--- config.mk ---
export PLATFORM = sky130hd
export DESIGN_NAME = offset_table_flat
export DESIGN_NICKNAME = d
export VERILOG_FILES = /design/src/logic/filter_pkg.sv /design/src/logic/offset_rd_if.sv /design/src/logic/offset_table.sv /design/src/flat_wrapper.sv
export VERILOG_INCLUDE_DIRS = /design/src /design/src/include
export SDC_FILE = /design/constraint.sdc
export NUM_CORES = 2
export LEC_CHECK = 0
export BUFFER_PORTS_ARGS = -buffer_cell sky130_fd_sc_hd__buf_2
export CORE_MARGIN = 3
export CORE_UTILIZATION = 35
export CTS_CLUSTER_DIAMETER = 30
export DETAILED_ROUTE_END_ITERATION = 10
export SETUP_SLACK_MARGIN = 0.2
export SLEW_MARGIN = 10
export SYNTH_ARGS = -nofsm -noshare
export SYNTH_HDL_FRONTEND = slang
export SYNTH_MEMORY_MAX_BITS = 65536
export SYNTH_SLANG_ARGS = --single-unit
export TNS_END_PERCENT = 30
--- constraint.sdc ---
create_clock -name CLK -period 6.1 [get_ports CLK]
set_input_delay 1.22 -clock CLK [delete_from_list [all_inputs] [get_ports CLK]]
set_output_delay 1.22 -clock CLK [all_outputs]
set_load 0.02 [all_outputs]
--- src/include/filter_consts.svh ---
`ifndef FILTER_CONSTS_SVH
`define FILTER_CONSTS_SVH

// Bits in one duty or phase value.
`define FILTER_WIDTH 9

// Transducers served per frame.
`define FILTER_DEPTH 249

// Register stages inside addsub.
`define ADDSUB_LATENCY 2

`endif

--- src/logic/filter_pkg.sv ---
`include "filter_consts.svh"

package filter_pkg;

  // Duty command for one transducer.
  typedef logic [`FILTER_WIDTH-1:0] duty_t;

  // Phase on a cycle of 2**FILTER_WIDTH steps.
  typedef logic [`FILTER_WIDTH-1:0] phase_t;

  // Calibration offset, one bit wider than the data to span both signs.
  typedef logic signed [`FILTER_WIDTH:0] offset_t;

  // Room for data plus offset without overflow.
  typedef logic signed [`FILTER_WIDTH+1:0] sum_t;

  // Index into the transducer array.
  typedef logic [$clog2(`FILTER_DEPTH)-1:0] trans_idx_t;

  // Frame sequencer states.
  typedef enum logic {
    waiting, // Idle, looking for a start strobe.
    run      // Frame in flight.
  } filter_state_t;

endpackage

--- src/logic/offset_rd_if.sv ---
`timescale 1ns/10ps

// Read port of the offset table; data follows rd_en by one cycle.
interface offset_rd_if;

  logic                   rd_en;
  filter_pkg::trans_idx_t addr;
  filter_pkg::offset_t    duty_ofs;  // Held until the next read.
  filter_pkg::offset_t    phase_ofs;

  // Table side.
  modport tbl (
    input  rd_en,
    input  addr,
    output duty_ofs,
    output phase_ofs
  );

  modport filter (
    output rd_en,
    output addr,
    input  duty_ofs,
    input  phase_ofs
  );

endinterface

--- src/logic/offset_table.sv ---
`timescale 1ns/10ps
`include "filter_consts.svh"

module offset_table
  import filter_pkg::*;
(
  input  logic       CLK,
  input  logic       reset,
  input  logic       we,
  input  trans_idx_t waddr,
  input  offset_t    wduty,
  input  offset_t    wphase,
  offset_rd_if.tbl   rd
);

  localparam trans_idx_t LAST_IDX = trans_idx_t'(`FILTER_DEPTH - 1);

  offset_t    duty_mem[`FILTER_DEPTH];
  offset_t    phase_mem[`FILTER_DEPTH];
  trans_idx_t clr_cnt;
  logic       clr_busy;

  // Walks every entry once after reset.
  always_ff @(posedge CLK) begin
    if (reset) begin
      clr_busy <= 1'b1;
      clr_cnt  <= '0;
    end else if (clr_busy) begin
      if (clr_cnt == LAST_IDX) begin
        clr_busy <= 1'b0;
      end
      clr_cnt <= clr_cnt + 1'b1;
    end
  end

  always_ff @(posedge CLK) begin
    if (clr_busy) begin
      duty_mem[clr_cnt]  <= '0; // Host writes wait for the clear.
      phase_mem[clr_cnt] <= '0;
    end else if (we) begin
      duty_mem[waddr]  <= wduty;
      phase_mem[waddr] <= wphase;
    end
    if (rd.rd_en) begin
      rd.duty_ofs  <= duty_mem[rd.addr]; // Old data on a same-edge write.
      rd.phase_ofs <= phase_mem[rd.addr];
    end
  end

endmodule

--- src/flat_wrapper.sv ---
// flat-port wrapper written by rule: the top's interface ports become plain ports
module offset_table_flat import filter_pkg::*;
  (CLK, reset, we, waddr, wduty, wphase, rd_rd_en, rd_addr, rd_duty_ofs, rd_phase_ofs);
  offset_rd_if rd_i ();
  input  logic CLK;
  input  logic reset;
  input  logic we;
  input  trans_idx_t waddr;
  input  offset_t wduty;
  input  offset_t wphase;
  input wire logic [$bits(rd_i.rd_en)-1:0] rd_rd_en;
  input wire logic [$bits(rd_i.addr)-1:0] rd_addr;
  output wire logic [$bits(rd_i.duty_ofs)-1:0] rd_duty_ofs;
  output wire logic [$bits(rd_i.phase_ofs)-1:0] rd_phase_ofs;
  assign rd_i.rd_en = rd_rd_en;
  assign rd_i.addr = rd_addr;
  assign rd_duty_ofs = rd_i.duty_ofs;
  assign rd_phase_ofs = rd_i.phase_ofs;
  offset_table u_core (.CLK(CLK), .reset(reset), .we(we), .waddr(waddr), .wduty(wduty), .wphase(wphase), .rd(rd_i));
endmodule
==> results.toml <==
[sta]
slew_headroom_pct = 8.96
slew_viol_final = 0
fin_ws_ns = 1.34
clock_skew_ns = 0.102
hold_ws_ns = 0.402
setup_violations = 0
rsz0062_at_grt = "no"
worst_slew_pin_slew_ns = 1.36
hold_violations = 0
max_freq_ghz = 0.210
tns_ns = 0
layout_min_cycle_time_ns = 4.76
fin_crit_sh_pct = 78.0

[synth]
synth_edf_count = 5000
ys.flop_type = "edfxtp_1"
syn_inst = 8342
synthTopCellsByCount = "edfxtp_1, mux4_2, nor2_1"
async_flop_share_pct = 0
synth_area_leaders = "edfxtp_1, mux4_2, mux2i_1"
synth.most_common_cell = "edfxtp_1"
syn_avg_cell_area_sq_um = 23.1
synth-seq-cells = 5009
yosysTopAreaCellShare_pct = 78.0
synth_nets = 8384
synth_area_sq_mm = 0.193
yosys.area.top_type = "edfxtp_1"
yosys_warnings = 0
ys_seq_area_share_pct = 78.1
synth_cell_types = 83

[grt]
grt_pass1_wl_um = 787000
grt-ovfl-total = 0
antenna_found_initial = 39
grt_usage_pct = 19.8
grt_max_degree = 170
grt_pass1_vias = 99000

[clocking]
cts_buffers = 866
ctsResizeCount = 0
cts.sinks = 5009
clk_latency_ns = 1.11
postCtsHoldBufs = 0
cts_tree = "built"
clk_pin_slew_ns = 0.05
cts_root_buffer = "clkbuf_16"
cts_setup_buffers = 0
htreeDepth = 6
cts_buffer_depth = 4

[critical_path]
critPathMaxStageDelay_ns = 0.94
cp-start-kind = "primary input"
critical_path_required_ns = 6.94
crit_chain = "buf_4 > buf_4 > nor2_1 > buf_4 > nand2_2 > buf_4 > buf_4 > o22ai_1 > nor4_1 > o31ai_1 > a21oi_1"
cp_common_cell = "buf_4"
crit_arrival_ns = 5.60
critPathKind = "in2reg"
endpoint_kind = "flip-flop"
crit_fanout = 25
crit_slowest_cell = "nor4_1"

[floorplan]
ios = 60
fp.dieArea_sq_mm = 0.559
core-area_sq_mm = 0.546
die_x_um = 748
start_util_pct = 35.2
fp.dieH_um = 748
row_count = 271

[layout]
area_growth_pct = 22.4
nNetsFinal = 9445
final_cells = 17400
multi_input_area_sq_mm = 0.0401
ff_latch_area_sq_mm = 0.150
drive_above_1_share_pct = 37.3
postLayoutCellArea_sq_mm = 0.236
fillers = 45600

[placement]
routabilityCongestion = 0.899
place_ws_ns = 0.155
dp.cells = 15800
post-dp-hpwl_um = 336000
placed_area_sq_mm = 0.205
portBuffers = 59

[power]
leakage_nw = 82.1
ir_drop_v = 0.000348
power_density_mw_per_mm2 = 379

[detailed_routing]
vias_per_cell = 5.62
post_drt_wl_per_cell_um = 32.5
dr.first_iter.drc_count = 13800
antenna_left = 0
first_pass_iters = 8
vias = 97900
routed_wl_um = 566000
drc = 0

[min_path]
hold_class = "in2reg"

[status]
status = "completed"

[run]
maxCapViolations = 0
[final timing paths]
kind                                         from                       to  slack (ns)  cells after the start
worst max-delay path                   rd_addr[5]    u_core.rd.duty_ofs[4]        1.34                     11
worst max register to register    u_core.clr_busy  u_core.duty_mem[224][9]        2.01                      6
worst min register to register  u_core.clr_cnt[5]        u_core.clr_cnt[5]        0.56                      2
worst min-delay path                        reset        u_core.clr_cnt[5]        0.40                      2
[where the power goes]
part | switching (mW) | internal (mW)
combinational | 1.73 | 1.08
sequential | 0.0743 | 37.4
clock | 17.6 | 31.3
total | 19.4 | 69.8
[critical path: cells and delay by family]
kind / cells / cell delay (ns)
buf+inv: 5 / 1.80
compound gates: 3 / 1.09
simple gates: 3 / 1.38
[cells in the final DEF, fill, tap and decap left out, types with 52 or more instances in the layout]
cell type and count:
clkinv_2 122, clkinv_1 107, bufinv_16 114, clkinvlp_4 121
nand3_1 52, mux4_2 1323, clkinv_4 72, buf_2 53
buf_12 74, nand2_1 193, mux2i_1 182, inv_6 65
clkbuf_16 872, o22ai_1 122, nor2_2 252, nor2_1 79
a21oi_1 61, clkbuf_1 86, edfxtp_1 5000, buf_4 534
[cell type report]
type | instances | share of cell area (%)
diodes | 28 | 0.0297
clock buffers | 958 | 9.40
clock inverters | 667 | 3.41
inverters | 15 | 0.0319
multi-input cells | 2849 | 17.0
flip-flops and latches | 5009 | 63.8
well taps | 7234 | 3.84
repair buffers | 662 | 2.45
[sequential cells by signal (all words and copies together), names as in the netlist]
name	flops
u_core.duty_mem	2490
u_core.clr_cnt	8
u_core.rd.duty_ofs	10
u_core.phase_mem	2490
u_core.rd.phase_ofs	10
u_core.clr_busy	1
[metal layers]
layer / part of all wire [%] / up-vias / GRT usage (%)
met5: 0.030 / - / 0
met1: 38 / 52900 / 26.3
met2: 47 / 5704 / 31.0
met3: 11 / 1012 / 5.61
li1: - / 38300 / -
met4: 3.9 / 24 / 7.47
[metrics by stage]
step	utilization (%)	total power [mW]
final	43.1	89.2
after global routing	43.1	91.4
after CTS	43.1	89.6
after detailed placement	37.6	40.9
after global placement	37.6	40.9
after floorplan	-	39.8
[cell families after synthesis]
kind of cell,Yosys count,share of synthesized area (%)
buffers and inverters,484,1.52
DFF,5009,78.1
and+or+nand+nor,780,1.82
xor gates and xnor gates,4,0.0182
muxes,1552,16.7
AOI/OAI and AO/OA,511,1.86
adders and majority gates,2,0.0130
Note: power is estimated with default switching activity, not from simulation.
