===== src/include/filter_consts.svh =====
`ifndef FILTER_CONSTS_SVH
`define FILTER_CONSTS_SVH

// Bits in one duty or phase value.
`define FILTER_WIDTH 9

// Transducers served per frame.
`define FILTER_DEPTH 249

// Register stages inside addsub.
`define ADDSUB_LATENCY 2

`endif


===== src/logic/filter_pkg.sv =====
`include "filter_consts.svh"

package filter_pkg;

  // Duty command for one transducer.
  typedef logic [`FILTER_WIDTH-1:0] duty_t;

  // Phase on a cycle of 2**FILTER_WIDTH steps.
  typedef logic [`FILTER_WIDTH-1:0] phase_t;

  // Calibration offset, one bit wider than the data to span both signs.
  typedef logic signed [`FILTER_WIDTH:0] offset_t;

  // Room for data plus offset without overflow.
  typedef logic signed [`FILTER_WIDTH+1:0] sum_t;

  // Index into the transducer array.
  typedef logic [$clog2(`FILTER_DEPTH)-1:0] trans_idx_t;

  // Frame sequencer states.
  typedef enum logic {
    waiting, // Idle, looking for a start strobe.
    run      // Frame in flight.
  } filter_state_t;

endpackage


===== src/logic/offset_rd_if.sv =====
`timescale 1ns/10ps

// Read port of the offset table; data follows rd_en by one cycle.
interface offset_rd_if;

  logic                   rd_en;
  filter_pkg::trans_idx_t addr;
  filter_pkg::offset_t    duty_ofs;  // Held until the next read.
  filter_pkg::offset_t    phase_ofs;

  // Table side.
  modport tbl (
    input  rd_en,
    input  addr,
    output duty_ofs,
    output phase_ofs
  );

  modport filter (
    output rd_en,
    output addr,
    input  duty_ofs,
    input  phase_ofs
  );

endinterface


===== src/logic/addsub.sv =====
`timescale 1ns/10ps

module addsub
  import filter_pkg::*;
(
  input  logic CLK,
  input  sum_t a,
  input  sum_t b,
  input  bit   add,
  output sum_t s
);

  sum_t a_r;
  sum_t b_r;
  bit   add_r;

  always_ff @(posedge CLK) begin
    a_r   <= a; // Operand stage.
    b_r   <= b;
    add_r <= add;
    if (add_r) begin
      s <= a_r + b_r; // Result stage.
    end else begin
      s <= a_r - b_r;
    end
  end

endmodule


===== src/logic/drive_filter.sv =====
`timescale 1ns/10ps
`include "filter_consts.svh"

module drive_filter
  import filter_pkg::*;
(
  input  logic        CLK,
  input  logic        reset,
  input  logic        din_valid,
  input  duty_t       duty,
  input  phase_t      phase,
  offset_rd_if.filter ofs,
  output duty_t       duty_f,
  output phase_t      phase_f,
  output trans_idx_t  dout_idx,
  output logic        dout_valid
);

  localparam int LAT = `ADDSUB_LATENCY;
  localparam duty_t DUTY_MAX = duty_t'((1 << `FILTER_WIDTH) - 1);
  localparam sum_t PERIOD = sum_t'(1 << `FILTER_WIDTH);
  localparam trans_idx_t LAST_IDX = trans_idx_t'(`FILTER_DEPTH - 1);

  filter_state_t state;

  duty_t      duty_r;
  duty_t      duty_d;
  phase_t     phase_r;
  phase_t     phase_d;
  logic       rd_en;
  trans_idx_t rd_addr;
  logic [LAT:0]   add_vld;  // Offsets ready, then the add pipeline.
  logic [LAT-1:0] fold_vld;
  trans_idx_t fold_cnt;
  duty_t      duty_dly[LAT];
  trans_idx_t idx_dly[LAT];

  sum_t a_duty;
  sum_t b_duty;
  sum_t s_duty;
  sum_t a_phase;
  sum_t b_phase;
  sum_t s_phase;
  sum_t a_fold;
  sum_t b_fold;
  sum_t s_fold;
  bit   add_fold;

  assign ofs.rd_en = rd_en;
  assign ofs.addr  = rd_addr;

  // Inputs are two stages old when their offsets arrive.
  assign a_duty  = {2'b00, duty_d};
  assign b_duty  = {ofs.duty_ofs[`FILTER_WIDTH], ofs.duty_ofs};
  assign a_phase = {2'b00, phase_d};
  assign b_phase = {ofs.phase_ofs[`FILTER_WIDTH], ofs.phase_ofs};

  addsub duty_add_i (
    .CLK (CLK),
    .a   (a_duty),
    .b   (b_duty),
    .add (1'b1),
    .s   (s_duty)
  );

  addsub phase_add_i (
    .CLK (CLK),
    .a   (a_phase),
    .b   (b_phase),
    .add (1'b1),
    .s   (s_phase)
  );

  addsub phase_fold_i (
    .CLK (CLK),
    .a   (a_fold),
    .b   (b_fold),
    .add (add_fold),
    .s   (s_fold)
  );

  assign phase_f = s_fold[`FILTER_WIDTH-1:0]; // Folded result is already in range.

  always_ff @(posedge CLK) begin
    if (reset) begin
      state    <= waiting;
      rd_en    <= 1'b0;
      rd_addr  <= '0;
      fold_cnt <= '0;
    end else begin
      case (state)
        waiting: begin
          if (din_valid) begin
            state    <= run;
            rd_en    <= 1'b1;
            rd_addr  <= '0;
            fold_cnt <= '0;
          end
        end
        run: begin
          if (rd_en) begin
            if (rd_addr == LAST_IDX) begin
              rd_en <= 1'b0;
            end else begin
              rd_addr <= rd_addr + 1'b1;
            end
          end
          if (add_vld[LAT]) begin
            fold_cnt <= fold_cnt + 1'b1;
          end
          if (dout_valid && dout_idx == LAST_IDX) begin
            state <= waiting; // Frame ends with its last output.
          end
        end
      endcase
    end
  end

  always_ff @(posedge CLK) begin
    if (reset) begin
      add_vld    <= '0;
      fold_vld   <= '0;
      dout_valid <= 1'b0;
    end else begin
      add_vld    <= {add_vld[LAT-1:0], rd_en};
      fold_vld   <= {fold_vld[LAT-2:0], add_vld[LAT]};
      dout_valid <= fold_vld[LAT-1];
    end
  end

  always_ff @(posedge CLK) begin
    duty_r  <= duty;
    phase_r <= phase;
    duty_d  <= duty_r;  // Waits out the table read.
    phase_d <= phase_r;

    if (s_duty > sum_t'(DUTY_MAX)) begin
      duty_dly[0] <= DUTY_MAX;
    end else if (s_duty[`FILTER_WIDTH+1]) begin
      duty_dly[0] <= '0;
    end else begin
      duty_dly[0] <= s_duty[`FILTER_WIDTH-1:0];
    end

    // Pick the fold correction for the phase sum.
    a_fold <= s_phase;
    if (s_phase >= PERIOD) begin
      b_fold   <= PERIOD;
      add_fold <= 1'b0;
    end else if (s_phase[`FILTER_WIDTH+1]) begin
      b_fold   <= PERIOD;
      add_fold <= 1'b1;
    end else begin
      b_fold   <= '0;
      add_fold <= 1'b1;
    end

    idx_dly[0] <= fold_cnt;
    for (int i = 1; i < LAT; i++) begin
      duty_dly[i] <= duty_dly[i-1]; // Match the fold adder.
      idx_dly[i]  <= idx_dly[i-1];
    end
    duty_f   <= duty_dly[LAT-1];
    dout_idx <= idx_dly[LAT-1];
  end

endmodule


===== src/flat_wrapper.sv =====
// flat-port wrapper written by rule: the top's interface ports become plain ports
module drive_filter_flat import filter_pkg::*;
  (CLK, reset, din_valid, duty, phase, duty_f, phase_f, dout_idx, dout_valid, ofs_rd_en, ofs_addr, ofs_duty_ofs, ofs_phase_ofs);
  offset_rd_if ofs_i ();
  input  logic CLK;
  input  logic reset;
  input  logic din_valid;
  input  duty_t duty;
  input  phase_t phase;
  output duty_t duty_f;
  output phase_t phase_f;
  output trans_idx_t dout_idx;
  output logic dout_valid;
  output wire logic [$bits(ofs_i.rd_en)-1:0] ofs_rd_en;
  output wire logic [$bits(ofs_i.addr)-1:0] ofs_addr;
  input wire logic [$bits(ofs_i.duty_ofs)-1:0] ofs_duty_ofs;
  input wire logic [$bits(ofs_i.phase_ofs)-1:0] ofs_phase_ofs;
  assign ofs_rd_en = ofs_i.rd_en;
  assign ofs_addr = ofs_i.addr;
  assign ofs_i.duty_ofs = ofs_duty_ofs;
  assign ofs_i.phase_ofs = ofs_phase_ofs;
  drive_filter u_core (.CLK(CLK), .reset(reset), .din_valid(din_valid), .duty(duty), .phase(phase), .ofs(ofs_i), .duty_f(duty_f), .phase_f(phase_f), .dout_idx(dout_idx), .dout_valid(dout_valid));
endmodule

===== config.mk =====
export PLATFORM = sky130hd
export DESIGN_NAME = drive_filter_flat
export DESIGN_NICKNAME = d
export VERILOG_FILES = /design/src/logic/filter_pkg.sv /design/src/logic/offset_rd_if.sv /design/src/logic/addsub.sv /design/src/logic/drive_filter.sv /design/src/flat_wrapper.sv
export VERILOG_INCLUDE_DIRS = /design/src /design/src/include
export SDC_FILE = /design/constraint.sdc
export NUM_CORES = 1
export LEC_CHECK = 0
export ABC_AREA = 1
export BUFFER_PORTS_ARGS = -buffer_cell sky130_fd_sc_hd__buf_2
export CAP_MARGIN = 20
export CORE_UTILIZATION = 30
export DETAILED_ROUTE_END_ITERATION = 16
export GPL_ROUTABILITY_DRIVEN = 0
export SYNTH_ARGS = -nofsm -noshare
export SYNTH_HDL_FRONTEND = slang
export SYNTH_HIERARCHICAL = 1
export SYNTH_SLANG_ARGS = --single-unit
export TNS_END_PERCENT = 1

===== constraint.sdc =====
create_clock -name CLK -period 2.64 [get_ports CLK]
set_input_delay 0.132 -clock CLK [delete_from_list [all_inputs] [get_ports CLK]]
set_output_delay 0.132 -clock CLK [all_outputs]
set_load 0.01 [all_outputs]

==> flow_metrics.py, run 1 <==
metrics = {
    "clocking": {
        "cts_sinks": 217,
        "cts_tree": "done",
        "cts_buffer_depth": 3,
        "ctsHtreeMaxLevel": 1,
        "cts-resized-gates": 0,
        "clk_pin_slew_ns": 0.06,
        "insertion_delay_ns": 0.50,
        "post_cts_buffers": 0,
        "cts_buffers": 24,
        "root_buffer": "clkbuf_16",
    },
    "critical_path": {
        "r2r_end": "u_core/phase_add_i/s[7]$_DFF_P_",
        "crit_fanout": 4,
        "required_ns": 3.03,
        "rr_startpoint": "u_core/phase_add_i/b_r[0]$_DFF_P_",
        "arrival_ns": 2.51,
        "cp-start-kind": "flip-flop",
        "critPathKind": "reg -> reg",
        "r2r_setup_slack_ns": 0.52,
        "reg2reg_depth": 12,
        "critical_path.endpoint_type": "flip-flop",
    },
    "global_routing": {
        "grt_max_degree": 18,
        "grt_use_total_pct": 10.1,
        "first_global_vias": 4514,
        "overflow": 0,
        "grt_pass1_wl_um": 20400,
        "grt_antenna_before_repair": 0,
    },
    "die": {
        "die_height_um": 158,
        "initial_utilization_pct": 30.9,
        "dieArea_um2": 25000,
        "die_w_um": 158,
        "boundaryPins": 77,
        "rows": 56,
        "core_um2": 23700,
    },
    "sta": {
        "fin_ws_ns": 0.519,
        "period_share_pct": 80.4,
        "max_slew_margin_pct": 66.7,
        "clock.fmax_mhz": 471,
        "holdWs_ns": 0.260,
        "rsz0062_at_grt": "false",
        "finalSetupViolCount": 0,
        "maxSlewViolCount": 0,
        "fin_crit_ns": 2.12,
        "setup_tns_ns": 0,
        "worst_pin_slew_ns": 0.499,
        "finClkSkew_ns": 0.00723,
        "finalHoldViolations": 0,
    },
    "finish": {
        "area_growth_pct": 27.7,
        "num-nets-final": 987,
        "seq_area_um2": 4430,
        "fill_cells": 2424,
        "antennaDiodeCount": 0,
        "multi_input_area_um2": 2680,
        "layout-drive-gt1-share_pct": 16.4,
    },
    "pwr": {
        "seq_power_share_pct": 47.0,
        "comb_power_share_pct": 14.6,
        "max-vdd-ir-drop_v": 0.000614,
        "power_density_nw_per_um2": 885,
        "p_int_w": 0.00618,
        "power_switching_w": 0.00210,
        "power_frac_clock_pct": 38.5,
        "leakage_nw": 4.34,
        "sw_frac_of_total_pct": 25.3,
    },
    "detailed_routing": {
        "remaining_drc_errors": 0,
        "ant_nets": 0,
        "drt_iter0_markers": 142,
        "vias_per_cell": 3.86,
        "drt_pass1_iterations": 4,
        "wl_per_cell_um": 9.85,
        "drt_wl_total_um": 12200,
        "vias": 4780,
    },
    "logic_synthesis": {
        "yosysWarnings": 6,
        "syn_avg_cell_area_um2": 9.85,
        "synth_cells": 743,
        "syn_area_um2": 7320,
    },
    "run": {
        "cap_violations": 0,
    },
    "place": {
        "hpwl_um": 8690,
        "post-place-ws_ns": 0.517,
        "portBuffers": 76,
    },
    "min_path": {
        "hold_path_depth": 2,
        "hp-start": "ofs_phase_ofs[1]",
        "holdPathEnd": "u_core/phase_add_i/b_r[1]$_DFF_P_",
        "hold_path.class": "in -> reg",
    },
    "outcome": {
        "status": "finished clean",
    },
}
-- placed cells by master (no fill, tap or decap), types with 2 or more instances in the layout --
| master | instances |
|---|---|
| nor2_1 | 79 |
| nand2_1 | 152 |
| nand3_1 | 40 |
| clkbuf_1 | 3 |
| dfxtp_1 | 208 |
| nand3b_1 | 3 |
| clkinv_2 | 5 |
| ha_1 | 41 |
| clkbuf_8 | 3 |
| nor2_2 | 11 |
| o21bai_1 | 2 |
| dlygate4sd3_1 | 40 |
| a21oi_1 | 27 |
| nor3_1 | 3 |
| nand2_2 | 4 |
| o21ai_2 | 2 |
| xnor2_1 | 10 |
| o21ai_0 | 11 |
| nand2_4 | 2 |
| fa_1 | 3 |
| edfxtp_1 | 9 |
| inv_1 | 69 |
| nand4_1 | 8 |
| xor2_1 | 32 |
| clkinv_4 | 2 |
| clkinvlp_4 | 4 |
| a21o_2 | 3 |
| conb_1 | 24 |
| nand3_2 | 8 |
| clkbuf_16 | 25 |
| buf_2 | 76 |
| inv_2 | 3 |
-- power by group through the flow --
stage	clock network, W	registers, W	logic (W)
6_report	0.00319	0.00389	0.00120
5_1_grt	0.00346	0.00394	0.00141
4_1_cts	0.00331	0.00389	0.00123
3_5_place_dp	0	0.00397	0.00118
3_3_place_gp	0	0.00397	0.00115
2_1_floorplan	0	0.00396	0.000827
-- metal layers --
layer  vias to the layer above  GRT usage, %  wire (um)
met1                      2021          13.4       6020
met2                        86          15.6       5200
li1                       2650             -          -
met3                        23          2.19        696
met4                         0          4.30        284
met5                         -             0          0
-- metrics by stage --
stage / cells / util [%] / power (W) / area, um^2
floorplan: 765 / - / 0.00478 / 7400
global placement: 1155 / 34.5 / 0.00512 / 8160
detailed placement: 1155 / 34.5 / 0.00514 / 8160
CTS: 1239 / 39.5 / 0.00843 / 9350
global route: 1239 / 39.5 / 0.00881 / 9350
finish: 1239 / 39.5 / 0.00828 / 9350
-- sequential cells by signal, summed over array words and instances, names as in the netlist, 2 cells and up --
| name | cells |
|---|---|
| u_core/add_vld | 3 |
| u_core/a_fold | 9 |
| u_core/phase_add_i/s | 11 |
| u_core/duty_d | 9 |
| u_core/fold_cnt | 8 |
| u_core/phase_fold_i/a_r | 9 |
| u_core/duty_add_i/a_r | 11 |
| u_core/phase_add_i/a_r | 11 |
| u_core/phase_add_i/b_r | 11 |
| u_core/duty_add_i/s | 11 |
| u_core/phase_r | 9 |
| u_core/phase_fold_i/s | 9 |
| u_core/phase_fold_i/b_r | 9 |
| u_core/duty_r | 9 |
| u_core/duty_f | 9 |
| u_core/idx_dly | 16 |
| u_core/ofs.addr | 8 |
| u_core/fold_vld | 2 |
| u_core/duty_add_i/b_r | 11 |
| u_core/phase_d | 9 |
| u_core/dout_idx | 8 |
| u_core/duty_dly | 18 |
-- worst max-delay path, cell delays in order (launching register included) --
cell and delay (ns):
dfxtp_1 0.32, inv_1 0.11, ha_1 0.20, nand2_1 0.06, nor2_1 0.13, nor2_1 0.07, xor2_1 0.15, ha_1 0.33
a21oi_1 0.28, nor2_1 0.07, nor2_1 0.09, nand2_1 0.06, xor2_1 0.13
-- layout make-up --
class	count	share of cell area, %
Sequential cell	217	47.4
Multi-Input combinational cell	471	28.6
Timing Repair Buffer	116	8.35
Clock buffer	31	7.25
Tap cell	319	4.27
Inverter	72	2.89
Clock inverter	13	1.19
-- repair_timing --
action,in CTS,in global routing
endpoints found under the setup margin,0,0
hold buffers,40,0
hold endpoints to repair,46,0
-- how the worst max path moves through the flow --
stage,start,to,slack [ns],cells after the start
floorplan,u_core/phase_add_i/b_r[0]$_DFF_P_,u_core/phase_add_i/s[7]$_DFF_P_,0.76,12
global placement,u_core/phase_add_i/b_r[0]$_DFF_P_,u_core/phase_add_i/s[7]$_DFF_P_,0.58,12
detailed placement,u_core/phase_add_i/b_r[0]$_DFF_P_,u_core/phase_add_i/s[7]$_DFF_P_,0.52,12
CTS,u_core/phase_add_i/b_r[0]$_DFF_P_,u_core/phase_add_i/s[7]$_DFF_P_,0.51,12
global route,u_core/phase_add_i/b_r[0]$_DFF_P_,u_core/phase_add_i/s[10]$_DFF_P_,0.33,15
finish,u_core/phase_add_i/b_r[0]$_DFF_P_,u_core/phase_add_i/s[7]$_DFF_P_,0.52,12
(Power assumes the default switching activity.)
==> run 2, diff against run 1 <==
==> constraint.sdc (replaced) <==
create_clock -name CLK -period 2.1 [get_ports CLK]
set_input_delay 0.105 -clock CLK [delete_from_list [all_inputs] [get_ports CLK]]
set_output_delay 0.105 -clock CLK [all_outputs]
set_load 0.01 [all_outputs]
==> flow_metrics.py, run 2 (synthesis gave the netlist of run 1 again) <==
metrics = {
    "pwr": {
        "max-vdd-ir-drop_v": 0.000712,
        "power_frac_clock_pct": 39.9,
        "seq_power_share_pct": 45.4,
        "power_density_nw_per_um2": 1130,
        "comb_power_share_pct": 14.7,
        "p_int_w": 0.00809,
        "finalPower_w": 0.0108,
        "leakage_nw": 4.40,
        "power_switching_w": 0.00267,
        "sw_frac_of_total_pct": 24.8,
    },
    "detailed_routing": {
        "vias": 4883,
        "remaining_drc_errors": 0,
        "drt_iter0_markers": 150,
        "drt_wl_total_um": 12200,
        "ant_nets": 0,
        "vias_per_cell": 3.94,
        "drt_pass1_iterations": 6,
        "wl_per_cell_um": 9.87,
    },
    "sta": {
        "finalHoldViolations": 0,
        "finalSetupViolCount": 0,
        "maxSlewViolCount": 0,
        "fin_crit_ns": 2.01,
        "clock.fmax_mhz": 498,
        "finClkSkew_ns": 0.00915,
        "holdWs_ns": 0.235,
        "period_share_pct": 95.6,
        "rsz0062_at_grt": "true",
    },
    "finish": {
        "seq_area_um2": 4440,
        "num-nets-final": 990,
        "top_register": "u_core/duty_dly",
        "largestRegisters": "u_core/duty_dly (18), u_core/idx_dly (16)",
        "final_common_cell": "dfxtp_1",
        "fill_cells": 2352,
        "layout-drive-gt1-share_pct": 19.4,
        "largest_register_ffs": 18,
        "area_growth_pct": 30.3,
        "antennaDiodeCount": 0,
        "final_cell_mix": "dfxtp_1, nand2_1, nor2_1, buf_2, inv_1",
        "design_area_um2": 9540,
        "multi_input_area_um2": 2790,
    },
    "die": {
        "dieArea_um2": 25000,
        "die_height_um": 158,
        "core_um2": 23700,
        "die_w_um": 158,
        "boundaryPins": 77,
        "initial_utilization_pct": 30.9,
        "rows": 56,
    },
    "critical_path": {
        "critical_path.endpoint_type": "flip-flop",
        "crit_fanout": 4,
        "critPathKind": "reg -> reg",
        "cp-start-kind": "flip-flop",
        "path_cells": "inv_2, ha_4, nand2_1, nor2_2, nand2_1, o21ai_2, xnor2_1, ha_2, nand2_2, nor2_2, nand3_1, nand3_2, inv_1, nand2_1, nand2_1",
        "arrival_ns": 2.41,
        "critPathSlowestCell": "ha_2",
        "rr_startpoint": "u_core/phase_add_i/b_r[0]$_DFF_P_",
        "required_ns": 2.50,
        "critical_path_buf_inv_count": 2,
        "crit_top_cell": "nand2_1",
        "r2r_setup_slack_ns": 0.09,
        "reg2reg_depth": 15,
        "cp_top_family": "simple AND/OR/NAND/NOR gates",
        "critPathMaxStageDelay_ns": 0.39,
        "r2r_end": "u_core/phase_add_i/s[10]$_DFF_P_",
    },
    "min_path": {
        "hold_path_depth": 2,
        "hold_path.class": "in -> reg",
        "hp-start": "ofs_phase_ofs[5]",
        "holdPathEnd": "u_core/phase_add_i/b_r[5]$_DFF_P_",
    },
    "clocking": {
        "clk_pin_slew_ns": 0.06,
        "insertion_delay_ns": 0.50,
        "cts_tree": "done",
        "cts_buffer_depth": 3,
        "root_buffer": "clkbuf_16",
        "cts_sinks": 217,
        "ctsHtreeMaxLevel": 1,
        "cts_buffers": 24,
    },
    "place": {
        "portBuffers": 76,
        "placed_area_um2": 8180,
        "hpwl_um": 8540,
    },
    "global_routing": {
        "first_global_vias": 4547,
        "grt_use_total_pct": 10.1,
        "grt_antenna_before_repair": 0,
        "grt_pass1_wl_um": 20600,
        "overflow": 0,
        "grt_max_degree": 18,
    },
    "run": {
        "cap_violations": 0,
    },
    "outcome": {
        "status": "finished clean",
    },
}
run 2: repair_timing:
action | 4_1_cts | 5_1_grt
pin swaps | 1 | 8
hold buffers | 40 | 0
endpoints found under the hold margin | 52 | 0
resized for setup | 2 | 27
setup buffers | 0 | 1
setup endpoints to repair | 2 | 11
run 2: area by class of cell:
type,instances,share of cell area [%]
Multi-Input combinational cell,471,29.2
Clock buffer,31,7.32
Inverter,72,2.83
Sequential cell,217,46.5
Tap cell,319,4.19
Timing Repair Buffer,119,8.42
Clock inverter,11,1.47
run 2: how the worst max path moves through the flow:
stage	from	to	slack (ns)	cells past startpoint
3_5_place_dp	u_core/phase_add_i/b_r[0]$_DFF_P_	u_core/phase_add_i/s[10]$_DFF_P_	-0.01	15
4_1_cts	u_core/phase_add_i/b_r[0]$_DFF_P_	u_core/phase_add_i/s[10]$_DFF_P_	0.02	15
6_report	u_core/phase_add_i/b_r[0]$_DFF_P_	u_core/phase_add_i/s[10]$_DFF_P_	0.09	15
2_1_floorplan	u_core/phase_add_i/b_r[0]$_DFF_P_	u_core/phase_add_i/s[7]$_DFF_P_	0.22	12
3_3_place_gp	u_core/phase_add_i/b_r[0]$_DFF_P_	u_core/phase_add_i/s[7]$_DFF_P_	0.05	12
5_1_grt	u_core/phase_add_i/b_r[0]$_DFF_P_	u_core/phase_add_i/s[9]$_DFF_P_	-0.05	14
run 2: per-layer routing:
| layer | track usage, % | vias up | share of wire, % |
|---|---|---|---|
| met5 | 0 | - | 0 |
| met2 | 15.4 | 86 | 43 |
| met3 | 2.35 | 32 | 4.9 |
| li1 | - | 2638 | - |
| met1 | 13.6 | 2127 | 49 |
| met4 | 4.21 | 0 | 3.0 |
run 2: through the flow:
stage          cells  setup slack [ns]  TNS, ns  util (%)
4_1_cts         1239            0.0195        0      39.8
3_3_place_gp    1157            0.0532        0      34.5
6_report        1240            0.0917        0      40.3
2_1_floorplan    765             0.219        0         -
3_5_place_dp    1157           -0.0114  -0.0144      34.5
5_1_grt         1240           -0.0511   -0.115      40.3
run 2: power groups by stage:
stage	sequential, W	combinational [W]	clock, W
final	0.00488	0.00159	0.00429
after detailed placement	0.00498	0.00148	0
after global placement	0.00499	0.00145	0
after CTS	0.00489	0.00155	0.00447
after floorplan	0.00497	0.00104	0
after global routing	0.00495	0.00184	0.00464
